`src/soc_cfg.svh`:
```
`ifndef SOC_CFG_SVH
`define SOC_CFG_SVH

// Bus width, data and address alike
`define SOC_DATA_W       32

// One RAM bank, 64K bytes
`define SOC_TCM_AW       16

`define SOC_GPIO_W       16           // P0 out, P1 in

// Region bases of the address map
`define SOC_TCM0_BASE    32'h0000_0000
`define SOC_TCM1_BASE    32'h0001_0000
`define SOC_PERIPH_BASE  32'h4000_0000

`define SOC_PERIPH_AW    12           // 4K peripheral window

`endif

```
`src/ahb_pkg.sv`:
```
package ahb_pkg;

   // AHB-lite transfer type
   typedef enum logic [1:0] {
      HTRANS_IDLE   = 2'b00,
      HTRANS_BUSY   = 2'b01,
      HTRANS_NONSEQ = 2'b10,
      HTRANS_SEQ    = 2'b11
   } htrans_e;

   typedef enum logic [2:0] {
      HSIZE_BYTE = 3'b000,
      HSIZE_HALF = 3'b001,
      HSIZE_WORD = 3'b010             // Largest size on a 32-bit bus
   } hsize_e;

   typedef enum logic {
      HRESP_OKAY  = 1'b0,
      HRESP_ERROR = 1'b1
   } hresp_e;

   // AHB to APB bridge sequencing
   typedef enum logic [1:0] {
      APB_IDLE,                       // Also the AHB response cycle
      APB_SETUP,
      APB_ACCESS
   } apb_state_e;

endpackage

```
`src/ahb_slv_if.sv`:
```
`timescale 1ns/1ps
`include "soc_cfg.svh"

interface ahb_slv_if;

   logic                    hsel;        // Decode of this slave
   logic [`SOC_DATA_W-1:0]  haddr;
   ahb_pkg::htrans_e        htrans;
   logic                    hwrite;
   ahb_pkg::hsize_e         hsize;
   logic [`SOC_DATA_W-1:0]  hwdata;      // Data phase
   logic                    hready;      // Bus ready, from the decoder
   logic [`SOC_DATA_W-1:0]  hrdata;
   logic                    hreadyout;   // Slave ready
   ahb_pkg::hresp_e         hresp;

   modport decoder (
      output hsel, haddr, htrans, hwrite, hsize, hwdata, hready,
      input  hrdata, hreadyout, hresp
   );

   modport slave (
      input  hsel, haddr, htrans, hwrite, hsize, hwdata, hready,
      output hrdata, hreadyout, hresp
   );

endinterface

```
`src/apb_if.sv`:
```
`timescale 1ns/1ps
`include "soc_cfg.svh"

interface apb_if;

   logic                      psel;
   logic                      penable;     // Low in setup, high in access
   logic                      pwrite;
   logic [`SOC_PERIPH_AW-1:0] paddr;       // Offset in the window
   logic [`SOC_DATA_W-1:0]    pwdata;
   logic [`SOC_DATA_W-1:0]    prdata;
   logic                      pready;
   logic                      pslverr;

   modport master (
      output psel, penable, pwrite, paddr, pwdata,
      input  prdata, pready, pslverr
   );

   modport slave (
      input  psel, penable, pwrite, paddr, pwdata,
      output prdata, pready, pslverr
   );

endinterface

```
`src/ahb_apb_bridge.sv`:
```
`timescale 1ns/1ps
`include "soc_cfg.svh"

module ahb_apb_bridge (
   input  logic      clk,
   input  logic      rst_i,
   ahb_slv_if.slave  ahb_if,
   apb_if.master     apb_m
);

   ahb_pkg::apb_state_e       state_q;
   logic                      ap_accept;
   logic                      apb_done;    // Access phase completes
   logic                      pwrite_q;
   logic [`SOC_PERIPH_AW-1:0] paddr_q;
   logic [`SOC_DATA_W-1:0]    pwdata_q;
   logic [`SOC_DATA_W-1:0]    prdata_q;
   logic                      err_q;       // Second cycle of ERROR

   assign ap_accept = ahb_if.hsel && ahb_if.hready &&
                      (ahb_if.htrans inside {ahb_pkg::HTRANS_NONSEQ, ahb_pkg::HTRANS_SEQ});
   assign apb_done  = (state_q == ahb_pkg::APB_ACCESS) && apb_m.pready;

   always_ff @(posedge clk) begin
      if (rst_i) begin
         state_q <= ahb_pkg::APB_IDLE;
         err_q   <= 1'b0;
      end else begin
         err_q <= apb_done && apb_m.pslverr;
         case (state_q)
            ahb_pkg::APB_IDLE: begin
               if (ap_accept) begin
                  state_q <= ahb_pkg::APB_SETUP;
               end
            end
            ahb_pkg::APB_SETUP:  state_q <= ahb_pkg::APB_ACCESS;
            ahb_pkg::APB_ACCESS: begin
               if (apb_m.pready) begin
                  state_q <= ahb_pkg::APB_IDLE;   // Response cycle follows
               end
            end
            default: state_q <= ahb_pkg::APB_IDLE;
         endcase
      end
   end

   always_ff @(posedge clk) begin
      if (ap_accept) begin
         paddr_q  <= ahb_if.haddr[`SOC_PERIPH_AW-1:0];
         pwrite_q <= ahb_if.hwrite;
      end
      if (state_q == ahb_pkg::APB_SETUP) begin
         pwdata_q <= ahb_if.hwdata;               // First data phase cycle
      end
      if (apb_done && !pwrite_q) begin
         prdata_q <= apb_m.prdata;
      end
   end

   assign apb_m.psel    = (state_q != ahb_pkg::APB_IDLE);
   assign apb_m.penable = (state_q == ahb_pkg::APB_ACCESS);
   assign apb_m.pwrite  = pwrite_q;
   assign apb_m.paddr   = paddr_q;
   // Setup phase sees hwdata before it is held
   assign apb_m.pwdata  = (state_q == ahb_pkg::APB_SETUP) ? ahb_if.hwdata : pwdata_q;

   assign ahb_if.hrdata    = prdata_q;
   assign ahb_if.hreadyout = (state_q == ahb_pkg::APB_IDLE);
   // Low ready ERROR in access then high ready ERROR after it
   assign ahb_if.hresp     = ((apb_done && apb_m.pslverr) || err_q) ? ahb_pkg::HRESP_ERROR
                                                                     : ahb_pkg::HRESP_OKAY;

   // Access keeps psel and the setup address, direction and data
   a_apb_enable: assert property (@(posedge clk) disable iff (rst_i)
      apb_m.penable |-> apb_m.psel && $stable(apb_m.paddr) && $stable(apb_m.pwrite) &&
                        $stable(apb_m.pwdata));

endmodule

```
`src/flat_wrapper.sv`:
```
// flat-port wrapper written by rule: the top's interface ports become plain ports
module ahb_apb_bridge_flat 
  (clk, rst_i, ahb_if_hsel, ahb_if_haddr, ahb_if_htrans, ahb_if_hwrite, ahb_if_hsize, ahb_if_hwdata, ahb_if_hready, ahb_if_hrdata, ahb_if_hreadyout, ahb_if_hresp, apb_m_psel, apb_m_penable, apb_m_pwrite, apb_m_paddr, apb_m_pwdata, apb_m_prdata, apb_m_pready, apb_m_pslverr);
  ahb_slv_if ahb_if_i ();
  apb_if apb_m_i ();
  input  logic clk;
  input  logic rst_i;
  input wire logic [$bits(ahb_if_i.hsel)-1:0] ahb_if_hsel;
  input wire logic [$bits(ahb_if_i.haddr)-1:0] ahb_if_haddr;
  input wire logic [$bits(ahb_if_i.htrans)-1:0] ahb_if_htrans;
  input wire logic [$bits(ahb_if_i.hwrite)-1:0] ahb_if_hwrite;
  input wire logic [$bits(ahb_if_i.hsize)-1:0] ahb_if_hsize;
  input wire logic [$bits(ahb_if_i.hwdata)-1:0] ahb_if_hwdata;
  input wire logic [$bits(ahb_if_i.hready)-1:0] ahb_if_hready;
  output wire logic [$bits(ahb_if_i.hrdata)-1:0] ahb_if_hrdata;
  output wire logic [$bits(ahb_if_i.hreadyout)-1:0] ahb_if_hreadyout;
  output wire logic [$bits(ahb_if_i.hresp)-1:0] ahb_if_hresp;
  output wire logic [$bits(apb_m_i.psel)-1:0] apb_m_psel;
  output wire logic [$bits(apb_m_i.penable)-1:0] apb_m_penable;
  output wire logic [$bits(apb_m_i.pwrite)-1:0] apb_m_pwrite;
  output wire logic [$bits(apb_m_i.paddr)-1:0] apb_m_paddr;
  output wire logic [$bits(apb_m_i.pwdata)-1:0] apb_m_pwdata;
  input wire logic [$bits(apb_m_i.prdata)-1:0] apb_m_prdata;
  input wire logic [$bits(apb_m_i.pready)-1:0] apb_m_pready;
  input wire logic [$bits(apb_m_i.pslverr)-1:0] apb_m_pslverr;
  assign ahb_if_i.hsel = ahb_if_hsel;
  assign ahb_if_i.haddr = ahb_if_haddr;
  assign ahb_if_i.htrans = ahb_if_htrans;
  assign ahb_if_i.hwrite = ahb_if_hwrite;
  assign ahb_if_i.hsize = ahb_if_hsize;
  assign ahb_if_i.hwdata = ahb_if_hwdata;
  assign ahb_if_i.hready = ahb_if_hready;
  assign ahb_if_hrdata = ahb_if_i.hrdata;
  assign ahb_if_hreadyout = ahb_if_i.hreadyout;
  assign ahb_if_hresp = ahb_if_i.hresp;
  assign apb_m_psel = apb_m_i.psel;
  assign apb_m_penable = apb_m_i.penable;
  assign apb_m_pwrite = apb_m_i.pwrite;
  assign apb_m_paddr = apb_m_i.paddr;
  assign apb_m_pwdata = apb_m_i.pwdata;
  assign apb_m_i.prdata = apb_m_prdata;
  assign apb_m_i.pready = apb_m_pready;
  assign apb_m_i.pslverr = apb_m_pslverr;
  ahb_apb_bridge u_core (.clk(clk), .rst_i(rst_i), .ahb_if(ahb_if_i), .apb_m(apb_m_i));
endmodule
```
`config.mk`:
```
export PLATFORM = sky130hd
export DESIGN_NAME = ahb_apb_bridge_flat
export DESIGN_NICKNAME = d
export VERILOG_FILES = /design/src/ahb_pkg.sv /design/src/ahb_slv_if.sv /design/src/apb_if.sv /design/src/ahb_apb_bridge.sv /design/src/flat_wrapper.sv
export VERILOG_INCLUDE_DIRS = /design/src
export SDC_FILE = /design/constraint.sdc
export NUM_CORES = 1
export LEC_CHECK = 0
export ABC_AREA = 1
export BUFFER_PORTS_ARGS = -buffer_cell sky130_fd_sc_hd__buf_2
export CELL_PAD_IN_SITES_DETAIL_PLACEMENT = 0
export CELL_PAD_IN_SITES_GLOBAL_PLACEMENT = 2
export CORE_ASPECT_RATIO = 0.8
export CORE_MARGIN = 2
export CORE_UTILIZATION = 23
export DETAILED_ROUTE_END_ITERATION = 10
export PLACE_DENSITY = 0.9
export SLEW_MARGIN = 20
export SYNTH_ARGS = -nofsm -noshare
export SYNTH_HDL_FRONTEND = slang
export SYNTH_SLANG_ARGS = --single-unit
export TNS_END_PERCENT = 20
```
`constraint.sdc`:
```
create_clock -name clk -period 3.5 [get_ports clk]
set_clock_uncertainty 0.1 [all_clocks]
set_input_delay 0.175 -clock clk [delete_from_list [all_inputs] [get_ports clk]]
set_output_delay 0.175 -clock clk [all_outputs]
set_load 0.02 [all_outputs]
```
==> summary.txt <==
Status
  – Status: finished clean

Finish
  – Most common cell after layout, fill and taps aside: buf_2
  – Sequential Area: 0.002052 mm^2
  – Most frequent cells in the layout: buf_2 (164), dlygate4sd3_1 (72), nand2_1 (66)
  – Share of cells above drive strength 1: 41.96%
  – Nets@finish: 551
  – # fillers: 1039
  – Multi-input gate area: 476.7 um^2
  – N_diodes: 0
  – Core Util, Final: 41.70%
  – Area Overhead vs Synth: 74.19%

Timing
  – Slew Viols, Final: 0
  – Slew @ Worst Pin: 0.5274 ns
  – Final hold violations: 0
  – Min setup slack post-route: 1.226 ns
  – Highest Clock Rate: 439.7 MHz
  – Hold WS: 0.005848 ns
  – Period utilization: 64.98%
  – Final setup violation count: 0
  – Final setup TNS: 0 ns
  – Unrepaired setup endpoints after global routing: false
  – Slew HR: 64.80%
  – Fin crit period: 2.274 ns

Setup path
  – Crit path cell chain: buf_4 -> nand2_4 -> nand2_1 -> nand2_1 -> buf_2
  – CP Launch Type: flop
  – WP depth: 5
  – Crit path buf inv count: 2
  – CP arrival: 2.00 ns
  – Worst R2R Path Depth: 4
  – Critical Path RT: 3.22 ns
  – Crit path max fanout: 33
  – Top Family by Delay on Critical Path: flip-flops
  – CP dominant cell by count: nand2_1
  – RR Startpoint: u_core.state_q[0]
  – Register-to-register setup slack: 1.78 ns
  – Setup crit end: apb_m_pwdata[22]
  – Critical-path cell with the highest stage delay: dfxtp_1
  – RR Endpoint: u_core.pwdata_q[22]
  – Worst setup EP type: primary output
  – CP Launch Point: u_core.state_q[0]
  – Delay of the slowest critical-path stage: 0.63 ns
  – CP Class: flop to primary output

Floorplanning
  – # rows: 34
  – Vert. Die Dim: 99.78 um
  – Ports: 189
  – Die ar.: 0.01235 mm^2
  – Die W: 123.7 um
  – Initial Util: 23.94%
  – Core Area: 0.01102 mm^2

Synth
  – Proportion of synthesized area in mux cells: 0%
  – Post-synth top area cell: edfxtp_1
  – Synth Net Count: 312
  – Mapped cell area: 0.002638 mm^2
  – Netlist cell types: 14
  – Synth warn: 0
  – Compound-Gate Fraction of Synth Area: 0.1898%
  – Largest family of logic cells by synthesized area: simple AND/OR/NAND/NOR gates
  – XOR/XNOR Fraction of Synth Area: 0%
  – Share of the synthesized area in the top cell type: 51.23%
  – Synth Area in Adders: 0%
  – Synth area leaders: edfxtp_1 (51%), dfxtp_1 (27%), nand2_1 (9.4%)
  – Yosys reg bits: 80
  – Post-Syn Instances: 204
  – Part of the Yosys area used for sequential elements: 77.80%
  – Synth Area in Simple Gates: 17.79%
  – Avg Inst Size Synth: 12.93 um^2

Global route
  – Initial antenna violation count: 0
  – First-pass GRT wire length: 10.53 mm
  – Grt ovf: 0
  – Largest net degree at the start of global routing: 36
  – Number of global-route vias before repair: 2325
  – Global Route Usage Sum: 11.24%

Clock tree
  – Clk_lat worst skew: 0.33 ns
  – CTS tree: done
  – Total CTS buffers: 9
  – Clock transition at the registers of the reported paths: 0.06 ns
  – # H-tree levels: 3
  – Clock Tree Root: clkbuf_16
  – Clock sink count: 80
  – Post_cts resized: 0
  – Longest Clk Path Bufs: 2

Power
  – Static leakage: 2.136 nW
  – Pwr/cell area: 546.3 mW/mm^2
  – Total power: 2.510 mW
  – Worst IR Drop VDD: 0.3195 mV

Placed design
  – Setup WS pre-CTS: 1.515 ns
  – Placer Congestion: 0.6593
  – Post-DP HPWL: 4.682 mm
  – PortBufs: 164

Detailed routing
  – Iteration count of the initial detailed-routing pass: 4
  – Remaining antenna violation count after routing: 0
  – DR DRC count: 0
  – DR WL/cell: 11.85 um
  – Average vias per placed instance: 3.912
  – Total Wirelength: 7.018 mm
  – Vias post-DR: 2316
  – DRC marker count from the first detailed-route iteration: 67

Run
  – Max-cap violations: 0

Worst hold path
  – Hold WC Path Type: primary input to flop
[sequential cells by signal, indices dropped and copies added (netlist names)]
signal,cells
u_core.ahb_if.hrdata,32
u_core.apb_m.paddr,12
u_core.apb_m.pwrite,1
u_core.err_q,1
u_core.pwdata_q,32
u_core.state_q,2
[metrics by stage]
step | instance area [um^2] | std cells
final | 4594 | 592
after global routing | 4594 | 592
after CTS | 4594 | 592
after detailed placement | 3570 | 504
after global placement | 3570 | 504
after floorplan | 2638 | 204
[cell families after synthesis]
logic type | Yosys count
AO/OA/AOI/OAI | 1
AND/OR/NAND/NOR | 107
flip-flops | 80
buffers and inverters | 16
[synthesized netlist by cell type, drive strengths merged]
library cell	instances
nor3	1
nand2	68
a21oi	1
dfxtp	35
buf	10
nand3	35
inv	6
nor2	3
edfxtp	45
[what timing repair did]
item	CTS	global route
setup endpoints to repair	0	0
buffers inserted	0	0
hold buffers	72	0
endpoints found under the hold margin	73	0
[cell type report]
cell class                 count  share of cell area, %
clock inverter                 7                  1.716
sequential                    80                  44.66
inverter                       6                 0.5447
timing repair buffer         238                  33.88
tap                          144                  3.922
clock buffer                   9                  4.902
multi-input combinational    108                  10.38
[tightest hold or removal path: stages]
cell	delay [ns]
buf_2	0.08
nand3_1	0.07
nand2_1	0.08
[report_power, final]
group	leakage, nW	total [mW]	switching [mW]	internal [mW]
Combinational	1.29	0.455	0.268	0.188
Sequential	0.701	1.12	0.0263	1.10
Clock	0.144	0.932	0.373	0.559
Total	2.14	2.51	0.667	1.84
[worst min-delay path by stage]
stage,start,cells after the start,to
5_1_grt,ahb_if_hwdata[17],3,u_core.pwdata_q[17]
4_1_cts,ahb_if_hwdata[15],3,u_core.pwdata_q[15]
2_1_floorplan,rst_i,1,u_core.state_q[1]
3_3_place_gp,apb_m_prdata[4],1,u_core.ahb_if.hrdata[4]
3_5_place_dp,apb_m_prdata[9],1,u_core.ahb_if.hrdata[9]
6_report,ahb_if_hwdata[15],3,u_core.pwdata_q[15]
[routing by layer]
metal / share of wire (%) / wire, um / global-route usage (%)
met2: 49 / 3444 / 19.99
met3: 9.9 / 692 / 4.943
met5: 0 / 0 / 0
met4: 1.0 / 71 / 4.196
met1: 40 / 2809 / 11.65
Power figures use the tool's default switching activity.
