===== src/soc_cfg.svh =====
`ifndef SOC_CFG_SVH
`define SOC_CFG_SVH

// Bus width, data and address alike
`define SOC_DATA_W       32

// One RAM bank, 64K bytes
`define SOC_TCM_AW       16

`define SOC_GPIO_W       16           // P0 out, P1 in

// Region bases of the address map
`define SOC_TCM0_BASE    32'h0000_0000
`define SOC_TCM1_BASE    32'h0001_0000
`define SOC_PERIPH_BASE  32'h4000_0000

`define SOC_PERIPH_AW    12           // 4K peripheral window

`endif


===== src/soc_map_pkg.sv =====
`include "soc_cfg.svh"

package soc_map_pkg;

   // Target of one transfer
   typedef enum logic [1:0] {
      SEL_TCM0,
      SEL_TCM1,
      SEL_PERIPH,
      SEL_NONE                        // Unmapped, error response
   } slave_sel_e;

   // GPIO registers, byte offsets in the peripheral window
   typedef enum logic [`SOC_PERIPH_AW-1:0] {
      GPIO_DOUT = 'h0,                // Output register, drives P0
      GPIO_DIN  = 'h4                 // Synchronized P1, read only
   } gpio_reg_e;

endpackage


===== src/apb_if.sv =====
`timescale 1ns/1ps
`include "soc_cfg.svh"

interface apb_if;

   logic                      psel;
   logic                      penable;     // Low in setup, high in access
   logic                      pwrite;
   logic [`SOC_PERIPH_AW-1:0] paddr;       // Offset in the window
   logic [`SOC_DATA_W-1:0]    pwdata;
   logic [`SOC_DATA_W-1:0]    prdata;
   logic                      pready;
   logic                      pslverr;

   modport master (
      output psel, penable, pwrite, paddr, pwdata,
      input  prdata, pready, pslverr
   );

   modport slave (
      input  psel, penable, pwrite, paddr, pwdata,
      output prdata, pready, pslverr
   );

endinterface


===== src/gpio_apb.sv =====
`timescale 1ns/1ps
`include "soc_cfg.svh"

module gpio_apb (
   input  logic                   clk,
   input  logic                   rst_i,
   apb_if.slave                   apb_s,
   input  logic [`SOC_GPIO_W-1:0] gpio_in_i,
   output logic [`SOC_GPIO_W-1:0] gpio_out_o
);

   logic [`SOC_GPIO_W-1:0] dout_q;
   logic [`SOC_GPIO_W-1:0] din_meta_q;    // First sync stage
   logic [`SOC_GPIO_W-1:0] din_q;         // Stable input
   logic                   wr_dout;

   assign wr_dout = apb_s.psel && apb_s.penable && apb_s.pwrite &&
                    (apb_s.paddr == soc_map_pkg::GPIO_DOUT);

   always_ff @(posedge clk) begin
      if (rst_i) begin
         dout_q <= '0;
      end else if (wr_dout) begin
         dout_q <= apb_s.pwdata[`SOC_GPIO_W-1:0];
      end
   end

   always_ff @(posedge clk) begin
      din_meta_q <= gpio_in_i;
      din_q      <= din_meta_q;
   end

   // Unknown offsets read as zero
   always_comb begin
      case (apb_s.paddr)
         soc_map_pkg::GPIO_DOUT: apb_s.prdata = {{(`SOC_DATA_W-`SOC_GPIO_W){1'b0}}, dout_q};
         soc_map_pkg::GPIO_DIN:  apb_s.prdata = {{(`SOC_DATA_W-`SOC_GPIO_W){1'b0}}, din_q};
         default:                apb_s.prdata = '0;
      endcase
   end

   assign apb_s.pready  = 1'b1;           // No wait states
   assign apb_s.pslverr = 1'b0;
   assign gpio_out_o    = dout_q;

endmodule


===== src/flat_wrapper.sv =====
// flat-port wrapper written by rule: the top's interface ports become plain ports
module gpio_apb_flat 
  (clk, rst_i, gpio_in_i, gpio_out_o, apb_s_psel, apb_s_penable, apb_s_pwrite, apb_s_paddr, apb_s_pwdata, apb_s_prdata, apb_s_pready, apb_s_pslverr);
  apb_if apb_s_i ();
  input  logic clk;
  input  logic rst_i;
  input  logic [`SOC_GPIO_W-1:0] gpio_in_i;
  output logic [`SOC_GPIO_W-1:0] gpio_out_o;
  input wire logic [$bits(apb_s_i.psel)-1:0] apb_s_psel;
  input wire logic [$bits(apb_s_i.penable)-1:0] apb_s_penable;
  input wire logic [$bits(apb_s_i.pwrite)-1:0] apb_s_pwrite;
  input wire logic [$bits(apb_s_i.paddr)-1:0] apb_s_paddr;
  input wire logic [$bits(apb_s_i.pwdata)-1:0] apb_s_pwdata;
  output wire logic [$bits(apb_s_i.prdata)-1:0] apb_s_prdata;
  output wire logic [$bits(apb_s_i.pready)-1:0] apb_s_pready;
  output wire logic [$bits(apb_s_i.pslverr)-1:0] apb_s_pslverr;
  assign apb_s_i.psel = apb_s_psel;
  assign apb_s_i.penable = apb_s_penable;
  assign apb_s_i.pwrite = apb_s_pwrite;
  assign apb_s_i.paddr = apb_s_paddr;
  assign apb_s_i.pwdata = apb_s_pwdata;
  assign apb_s_prdata = apb_s_i.prdata;
  assign apb_s_pready = apb_s_i.pready;
  assign apb_s_pslverr = apb_s_i.pslverr;
  gpio_apb u_core (.clk(clk), .rst_i(rst_i), .apb_s(apb_s_i), .gpio_in_i(gpio_in_i), .gpio_out_o(gpio_out_o));
endmodule

===== config.mk =====
export PLATFORM = sky130hd
export DESIGN_NAME = gpio_apb_flat
export DESIGN_NICKNAME = d
export VERILOG_FILES = /design/src/soc_map_pkg.sv /design/src/apb_if.sv /design/src/gpio_apb.sv /design/src/flat_wrapper.sv
export VERILOG_INCLUDE_DIRS = /design/src
export SDC_FILE = /design/constraint.sdc
export NUM_CORES = 1
export LEC_CHECK = 0
export BUFFER_PORTS_ARGS = -buffer_cell sky130_fd_sc_hd__buf_2
export CAP_MARGIN = 10
export CORE_MARGIN = 3
export CORE_UTILIZATION = 42
export DETAILED_ROUTE_END_ITERATION = 7
export PLACE_DENSITY = 0.79
export SYNTH_ARGS = -nofsm -noshare
export SYNTH_HDL_FRONTEND = slang
export SYNTH_SLANG_ARGS = --single-unit

===== constraint.sdc =====
create_clock -name clk -period 1.4 [get_ports clk]
set_input_delay 0.07 -clock clk [delete_from_list [all_inputs] [get_ports clk]]
set_output_delay 0.07 -clock clk [all_outputs]
set_load 0.02 [all_outputs]

==> impl_metrics.ini, run 1 <==
[placed_design]
hpwl_mm = 2.57
numPortBuffers = 80
gp_congestion = 0.669
dp_slack_ns = 0.126

[clock_network]
cts_resized = 0
clockBufferDepth = 2
cts-root-buf = clkbuf_8
cts_buffers = 5
cts_hold_buffers = 16
cts_tree = done
clk_latency_ns = 0.29
clkSinkCount = 48
htreeDepth = 2
cts_setup_buffers = 0
cts.clk_slew.worst_paths_ns = 0.08

[cells_and_area]
antennaDiodeCount = 0
drive_above_1_share = 0.369
fin_util = 0.606
fin_nets = 324
area_growth_pct = 36.4

[timing]
hold_viol = 0
timing.fmax_ghz = 0.794
hold_ws_ns = 0.0165
tns_ns = 0
slew_viol_final = 0
min_period_over_period = 0.899
clock_skew_ns = 0.00120
fin_crit_ns = 1.26
finalSetupViolations = 0
fin_ws_ns = 0.141
rsz0062_at_grt = no

[power]
p_per_area_nw_per_um2 = 1060
worst_ir_drop_vdd_v = 0.000766
power_leakage_nw = 1.32

[global_route]
grt_pass1_vias = 1303
track_usage = 0.152
overflow = 0
grt_start_max_net_pins = 33
grt_pass1_wl_mm = 5.91
antenna_found_initial = 0

[drt]
routedWlPerCell_microns = 12.1
vias = 1340
drc = 0
viasPerCell = 4.32
routed_wl_mm = 3.74
dr.pass1.iters = 2
drt_iter0_drc = 34
antenna_left = 0

[worst_setup_path]
worstPathRequired_ns = 1.33
critPathMaxStageDelay_ns = 0.35
cpMaxStageDelayCell = nor4_4
startpoint = apb_s_paddr[9]
endpoint_kind = primary output
r2r-start = u_core.gpio_out_o[15]
cp_cell_sequence = buf_2, nor4_4, nand3_1, buf_4, nor2_1, buf_2
start_kind = input port
cp_max_fo = 16
crit_buf_inv = 3
cp.arrival_ns = 1.19
crit_path_frequent_cell = buf_2
cp_top_family = simple AND/OR/NAND/NOR gates
worst-setup-path-type = in -> out

[yosys]
postSynthAreaPerCell_sq_um = 11.3
yosysWarnings = 0
ys_top_cells_by_area = dfxtp_1, mux2i_1, nand2b_1
netlist_instances = 161
async_flop_share = 0
yosysMostFrequentCell = dfxtp_1
synth_edf_count = 0
yosysTopAreaCellShare = 0.530
ys_seq_area_frac = 0.530
ys_ff_latch = 48
synth_top_flop_cell = dfxtp_1
synthesis.area_sq_um = 1810
synth_commonest_cells = dfxtp_1, mux2i_1, nand2b_1, buf_4, nor2_1
synth.distinct_cells = 13
yosys.area.top_type = dfxtp_1

[floorplanning]
io_pins = 115
die_w_microns = 71.7
die_h_microns = 71.7
row_count = 23
die_area_sq_um = 5140
core-area_sq_um = 4090
start_util = 0.444

[min_path]
hold_path_class = in -> reg
hp-start = apb_s_pwdata[14]

[flow_run]
max_cap_viol_count = 0

[run_status]
status = complete, no violations
[final cells by class]
cell class,instances,area (sq um)
well taps,50,62.6
multi-input cells,104,737
clock inverters,3,42.5
fillers,381,1610
flip-flops and latches,48,961
clock buffers,5,68.8
repair buffers,100,603
[flip-flops by register name (all words and copies together), names as in the netlist]
signal and flops:
u_core.gpio_out_o 16, u_core.din_meta_q 16, u_core.din_q 16
[per-stage QoR]
stage | instances | cell area, sq um | total power [mW]
after global placement | 286 | 2200 | 1.65
final | 310 | 2470 | 2.63
after global routing | 310 | 2470 | 2.74
after detailed placement | 286 | 2200 | 1.65
after CTS | 310 | 2470 | 2.66
after floorplan | 177 | 1870 | 1.61
[worst paths after layout]
path,depth (start not counted),end,slack (ns)
setup / recovery,6,apb_s_prdata[14],0.14
hold / removal,3,u_core.gpio_out_o[14],0.02
setup reg to reg,2,u_core.gpio_out_o[15],0.79
hold reg to reg,0,u_core.din_q[0],0.33
[where the power goes]
group / total (mW) / switching [mW] / internal (mW)
Combinational: 0.231 / 0.111 / 0.120
Clock: 0.970 / 0.442 / 0.528
Sequential: 1.42 / 0.0114 / 1.41
[worst min-delay path, cell delays in order]
cell      delay [ns]
buf_2           0.09
nand2b_1        0.05
mux2i_1         0.05
[cells in the final DEF, fill, tap and decap left out, drive strengths merged, types with 2 or more instances in the layout]
cell type and instances:
nor2 16, nand2b 32, nor4 2, mux2i 32, clkbuf 5, dlygate4sd3 16, dfxtp 48, conb 18
buf 84
[layer usage]
| layer | wire length, microns | GRT usage |
|---|---|---|
| met5 | 0 | 0 |
| met3 | 372 | 0.0547 |
| met1 | 1420 | 0.157 |
| met4 | 31 | 0.0626 |
| met2 | 1910 | 0.274 |
[cells by family after synthesis]
group,after synthesis,share of synthesized area
AND/OR/NAND/NOR,54,0.192
multiplexers,32,0.177
other,2,0.00414
flip-flops,48,0.530
buffers and inverters,25,0.0972
Note: power is estimated with default switching activity, not from simulation.
==> run 2: changes to the inputs <==
--- a/config.mk
+++ b/config.mk
@@ -12,6 +12,7 @@
 export CORE_UTILIZATION = 42
 export DETAILED_ROUTE_END_ITERATION = 7
 export PLACE_DENSITY = 0.79
+export SETUP_SLACK_MARGIN = 0.15
 export SYNTH_ARGS = -nofsm -noshare
 export SYNTH_HDL_FRONTEND = slang
 export SYNTH_SLANG_ARGS = --single-unit
==> run 2 against run 1 <==
Clock-buffer cell count did not move. First-iteration DRC count is 2.9% lower. Cell count increased by 0.32%. Utilization grew 1.4 points. Critical path depth unchanged. Worst setup slack better by 0.057 ns. Total power up 0.29%. Via count grew 0.37%. Worst hold slack got worse by 0.0018 ns. Clock skew about the same.
==> impl_metrics.ini, run 2 (same netlist as run 1, synthesis figures left out) <==
[run_status]
status = complete, no violations

[power]
p_sw_uw = 571
p_int_mw = 2.06
p_per_area_nw_per_um2 = 1040
p_seq_frac = 0.541
p_clk_frac = 0.370
worst_ir_drop_vdd_v = 0.000759
comb_power_share = 0.089
p_sw_frac = 0.217
power_leakage_nw = 1.32

[placed_design]
gp_congestion = 0.669
placed_cell_area_sq_um = 2200
dp.cells = 286
hpwl_mm = 2.57
numPortBuffers = 80

[floorplanning]
row_count = 23
core-area_sq_um = 4090
die_w_microns = 71.7
die_h_microns = 71.7
start_util = 0.444
die_area_sq_um = 5140
io_pins = 115

[cells_and_area]
area_growth_pct = 39.6
regArea_sq_um = 961
final_common_cell = buf_2
fin_nets = 325
layout.cells.non_filler = 311
post-route-cell-area_sq_um = 2530
multi_input_area_sq_um = 742
drive_above_1_share = 0.375
mostFrequentLayoutCells = buf_2, dfxtp_1, mux2i_1, nand2b_1
nFillCells = 370
fin_util = 0.620
antennaDiodeCount = 0

[worst_setup_path]
cp_top_family = simple AND/OR/NAND/NOR gates
cp_cell_sequence = buf_2, nor4_4, nand3_2, buf_8, nor2_1, buf_4
worst-setup-path-type = in -> out
start_kind = input port
cpMaxStageDelayCell = nor4_4
endpoint_kind = primary output
crit_buf_inv = 3
critPathMaxStageDelay_ns = 0.35
cp.arrival_ns = 1.13
worstPathRequired_ns = 1.33
cp_max_fo = 16

[min_path]
hold_path_class = in -> reg

[timing]
fin_crit_ns = 1.20
rsz0062_at_grt = yes
timing.fmax_ghz = 0.832
min_period_over_period = 0.859
hold_viol = 0
slew_viol_final = 0
tns_ns = 0
clock_skew_ns = 0.000920
finalSetupViolations = 0

[drt]
routedWlPerCell_microns = 12.3
antenna_left = 0
viasPerCell = 4.32
drc = 0
drt_iter0_drc = 33
routed_wl_mm = 3.82
dr.pass1.iters = 4
vias = 1345

[clock_network]
htreeDepth = 2
clk_latency_ns = 0.29
cts_tree = done
cts_buffers = 5
clkSinkCount = 48
clockBufferDepth = 2
cts-root-buf = clkbuf_8
cts.clk_slew.worst_paths_ns = 0.09

[flow_run]
max_cap_viol_count = 0

[global_route]
antenna_found_initial = 0
grt_pass1_vias = 1313
track_usage = 0.153
overflow = 0
grt_start_max_net_pins = 33
grt_pass1_wl_mm = 5.96
==> run 2: per-stage QoR <==
step           setup slack (ns)  hold slack, ns  power [mW]
2_1_floorplan             0.157          0.0977        1.61
3_5_place_dp              0.126           0.174        1.65
3_3_place_gp              0.160           0.172        1.65
4_1_cts                   0.151         0.00126        2.66
6_report                  0.198          0.0147        2.63
5_1_grt                   0.106          0.0116        2.75
==> run 2: final timing paths <==
path / start / to / slack (ns) / cells past startpoint
setup / recovery: apb_s_paddr[6] / apb_s_prdata[5] / 0.20 / 6
hold / removal: apb_s_pwdata[14] / u_core.gpio_out_o[14] / 0.01 / 3
setup reg to reg: u_core.gpio_out_o[15] / u_core.gpio_out_o[15] / 0.79 / 2
hold reg to reg: u_core.din_meta_q[0] / u_core.din_q[0] / 0.33 / 0
==> run 2: final cells by class <==
| cell class | count | share of cell area |
|---|---|---|
| Clock buffer | 5 | 0.0272 |
| Timing Repair Buffer | 101 | 0.259 |
| Multi-Input combinational cell | 104 | 0.293 |
| Tap cell | 50 | 0.0247 |
| Clock inverter | 3 | 0.0168 |
| Sequential cell | 48 | 0.379 |
==> run 2: timing repair <==
action / in CTS / in global routing
setup endpoints to repair: 10 / 16
endpoints found under the hold margin: 16 / 0
buffers inserted: 1 / 0
pin swaps: 1 / 2
hold buffers: 16 / 0
resized for setup: 0 / 18
gates cloned: 0 / 0
==> run 2: metal layers <==
| layer | vias to the layer above | GRT usage | share of wire |
|---|---|---|---|
| met5 | - | 0 | 0 |
| met3 | 4 | 0.0547 | 0.096 |
| met2 | 62 | 0.277 | 0.51 |
| met4 | 0 | 0.0626 | 0.0081 |
| li1 | 680 | - | - |
| met1 | 599 | 0.159 | 0.38 |
==> run 2: tightest hold or removal path, cell delays in order <==
cell      delay [ns]
buf_2           0.09
nand2b_1        0.05
mux2i_1         0.05
==> run 2: power groups by stage <==
stage	clock (mW)	sequential (mW)	combinational [mW]
6_report	0.975	1.42	0.234
5_1_grt	1.06	1.43	0.255
4_1_cts	1.01	1.42	0.233
3_5_place_dp	0	1.46	0.196
3_3_place_gp	0	1.45	0.193
2_1_floorplan	0	1.45	0.153
==> run 3: changes to the inputs <==
--- a/config.mk
+++ b/config.mk
@@ -8,7 +8,6 @@
 export LEC_CHECK = 0
 export BUFFER_PORTS_ARGS = -buffer_cell sky130_fd_sc_hd__buf_2
 export CAP_MARGIN = 10
-export CORE_MARGIN = 3
 export CORE_UTILIZATION = 42
 export DETAILED_ROUTE_END_ITERATION = 7
 export PLACE_DENSITY = 0.79
==> run 3 against run 2 <==
Sequential cell count stayed put. Cell area decreased by 1.3%. Worst hold slack improved by 0.0060 ns. First-iteration DRC count stayed put. Wire length decreased by 7.5%. Clock power grew 6%. Clock skew increased by 0.0032 ns. Die area is 11% lower. Critical endpoint is now apb_s_prdata[11]. Highest routed layer unchanged.
==> impl_metrics.ini, run 3 (same netlist as run 1, synthesis figures left out) <==
[run_status]
status = complete, no violations

[timing]
timing.fmax_ghz = 0.859
rsz0062_at_grt = no
fin_crit_ns = 1.16
hold_viol = 0
hold_ws_ns = 0.0206
min_period_over_period = 0.832
finalSetupViolations = 0
clock_skew_ns = 0.00416
slew_viol_final = 0
tns_ns = 0

[global_route]
overflow = 0
grt_start_max_net_pins = 33
grtUsageMet2 = 0.303
antenna_found_initial = 0
grt_util_met3 = 0.0456
top_usage_layer = met2
grt_util_met1 = 0.168
track_usage = 0.164
grt_pass1_wl_mm = 5.33
grt_pass1_vias = 1250

[cells_and_area]
antennaDiodeCount = 0
drive_above_1_share = 0.372
mostFrequentLayoutCells = buf_2, dfxtp_1, mux2i_1, nand2b_1, conb_1
post-route-cell-area_sq_um = 2500
fin_nets = 325
final_common_cell = buf_2
area_growth_pct = 37.7
fin_util = 0.611

[power]
p_clk_frac = 0.383
p_seq_frac = 0.531
p_per_area_nw_per_um2 = 1070
comb_power_share = 0.086
finalPower_mw = 2.68
power_leakage_nw = 1.33
p_int_mw = 2.12
p_sw_frac = 0.210
p_sw_uw = 563
worst_ir_drop_vdd_v = 0.000943

[drt]
drt_iter0_drc = 33
viasPerCell = 4.32
antenna_left = 0
routedWlPerCell_microns = 11.4
drc = 0
dr.pass1.iters = 3
routed_wl_mm = 3.54
vias = 1345

[clock_network]
clk_latency_ns = 0.29
clkSinkCount = 48
clockBufferDepth = 2
htreeDepth = 2
cts-root-buf = clkbuf_8
cts_tree = done
cts.clk_slew.worst_paths_ns = 0.09
cts_buffers = 5

[worst_setup_path]
rrSetupSlack_ns = 0.77
worstPathRequired_ns = 1.33
cp.arrival_ns = 1.09
rr_worst_depth = 2
cp_max_fo = 16
endpoint_kind = primary output
start_kind = input port
worst-setup-path-type = in -> out
timing.rr.end = u_core.gpio_out_o[1]
r2r-start = u_core.gpio_out_o[1]

[placed_design]
gp_congestion = 0.673
hpwl_mm = 2.27
placed_cell_area_sq_um = 2200
numPortBuffers = 80

[min_path]
hold_path_class = in -> reg
holdPathEnd = u_core.gpio_out_o[14]
hp-start = apb_s_pwdata[14]
hold_path_depth = 3

[floorplanning]
io_pins = 115
die_w_microns = 67.7
core-area_sq_um = 4090
start_util = 0.444
row_count = 23
die_h_microns = 67.7
die_area_sq_um = 4590

[flow_run]
max_cap_viol_count = 0
==> run 3: cell count changes in the layout (fill, tap and decap cells not counted) <==
cell,delta
buf_2,+14
buf_4,-14
buf_6,+1
buf_8,-1
clkbuf_8,+1
clkinv_2,-1
clkinv_4,+1
clkinvlp_4,-1
nand3_1,+1
nand3_2,-1
==> run 3: worst max path at each step <==
stage / start / depth (start not counted) / to / slack (ns)
2_1_floorplan: apb_s_paddr[9] / 4 / apb_s_prdata[0] / 0.16
3_3_place_gp: apb_s_paddr[5] / 6 / apb_s_prdata[11] / 0.15
3_5_place_dp: apb_s_paddr[5] / 6 / apb_s_prdata[6] / 0.13
4_1_cts: apb_s_paddr[6] / 6 / apb_s_prdata[6] / 0.19
5_1_grt: apb_s_paddr[6] / 6 / apb_s_prdata[11] / 0.16
6_report: apb_s_paddr[6] / 6 / apb_s_prdata[11] / 0.24
==> run 3: critical path, cell delays in order <==
cell     delay (ns)
buf_2          0.12
nor4_4         0.29
nand3_1        0.13
buf_6          0.19
nor2_1         0.12
buf_2          0.18
==> run 3: through the flow <==
stage               cells  setup slack (ns)
finish                311             0.235
global route          311             0.156
CTS                   311             0.191
detailed placement    285             0.129
global placement      285             0.154
floorplan             177             0.157
==> run 3: per-layer routing <==
layer  part of all wire  wire (microns)  vias up
met5                  0               0        -
met4              0.012              44        0
met3              0.076             268        5
met2               0.52            1860       65
met1               0.39            1370      592
li1                   -               -      683
==> run 3: area by class of cell <==
cell class	count	area [sq um]
multi-input cells	104	737
flip-flops and latches	48	961
repair buffers	101	617
well taps	50	62.6
clock buffers	6	82.6
clock inverters	2	38.8
fillers	350	1590
==> run 3: repair_timing <==
| action | 4_1_cts | 5_1_grt |
|---|---|---|
| hold endpoints to repair | 16 | 0 |
| pin swaps | 2 | 0 |
| gates cloned | 0 | 0 |
| endpoints found under the setup margin | 9 | 6 |
| resized for setup | 0 | 2 |
| hold buffers | 16 | 0 |
| buffers inserted | 2 | 0 |
==> run 3: power groups by stage <==
stage | combinational (mW) | sequential, mW | clock [mW]
2_1_floorplan | 0.153 | 1.45 | 0
6_report | 0.230 | 1.42 | 1.03
5_1_grt | 0.256 | 1.43 | 1.11
3_5_place_dp | 0.194 | 1.46 | 0
4_1_cts | 0.231 | 1.42 | 1.05
3_3_place_gp | 0.190 | 1.45 | 0
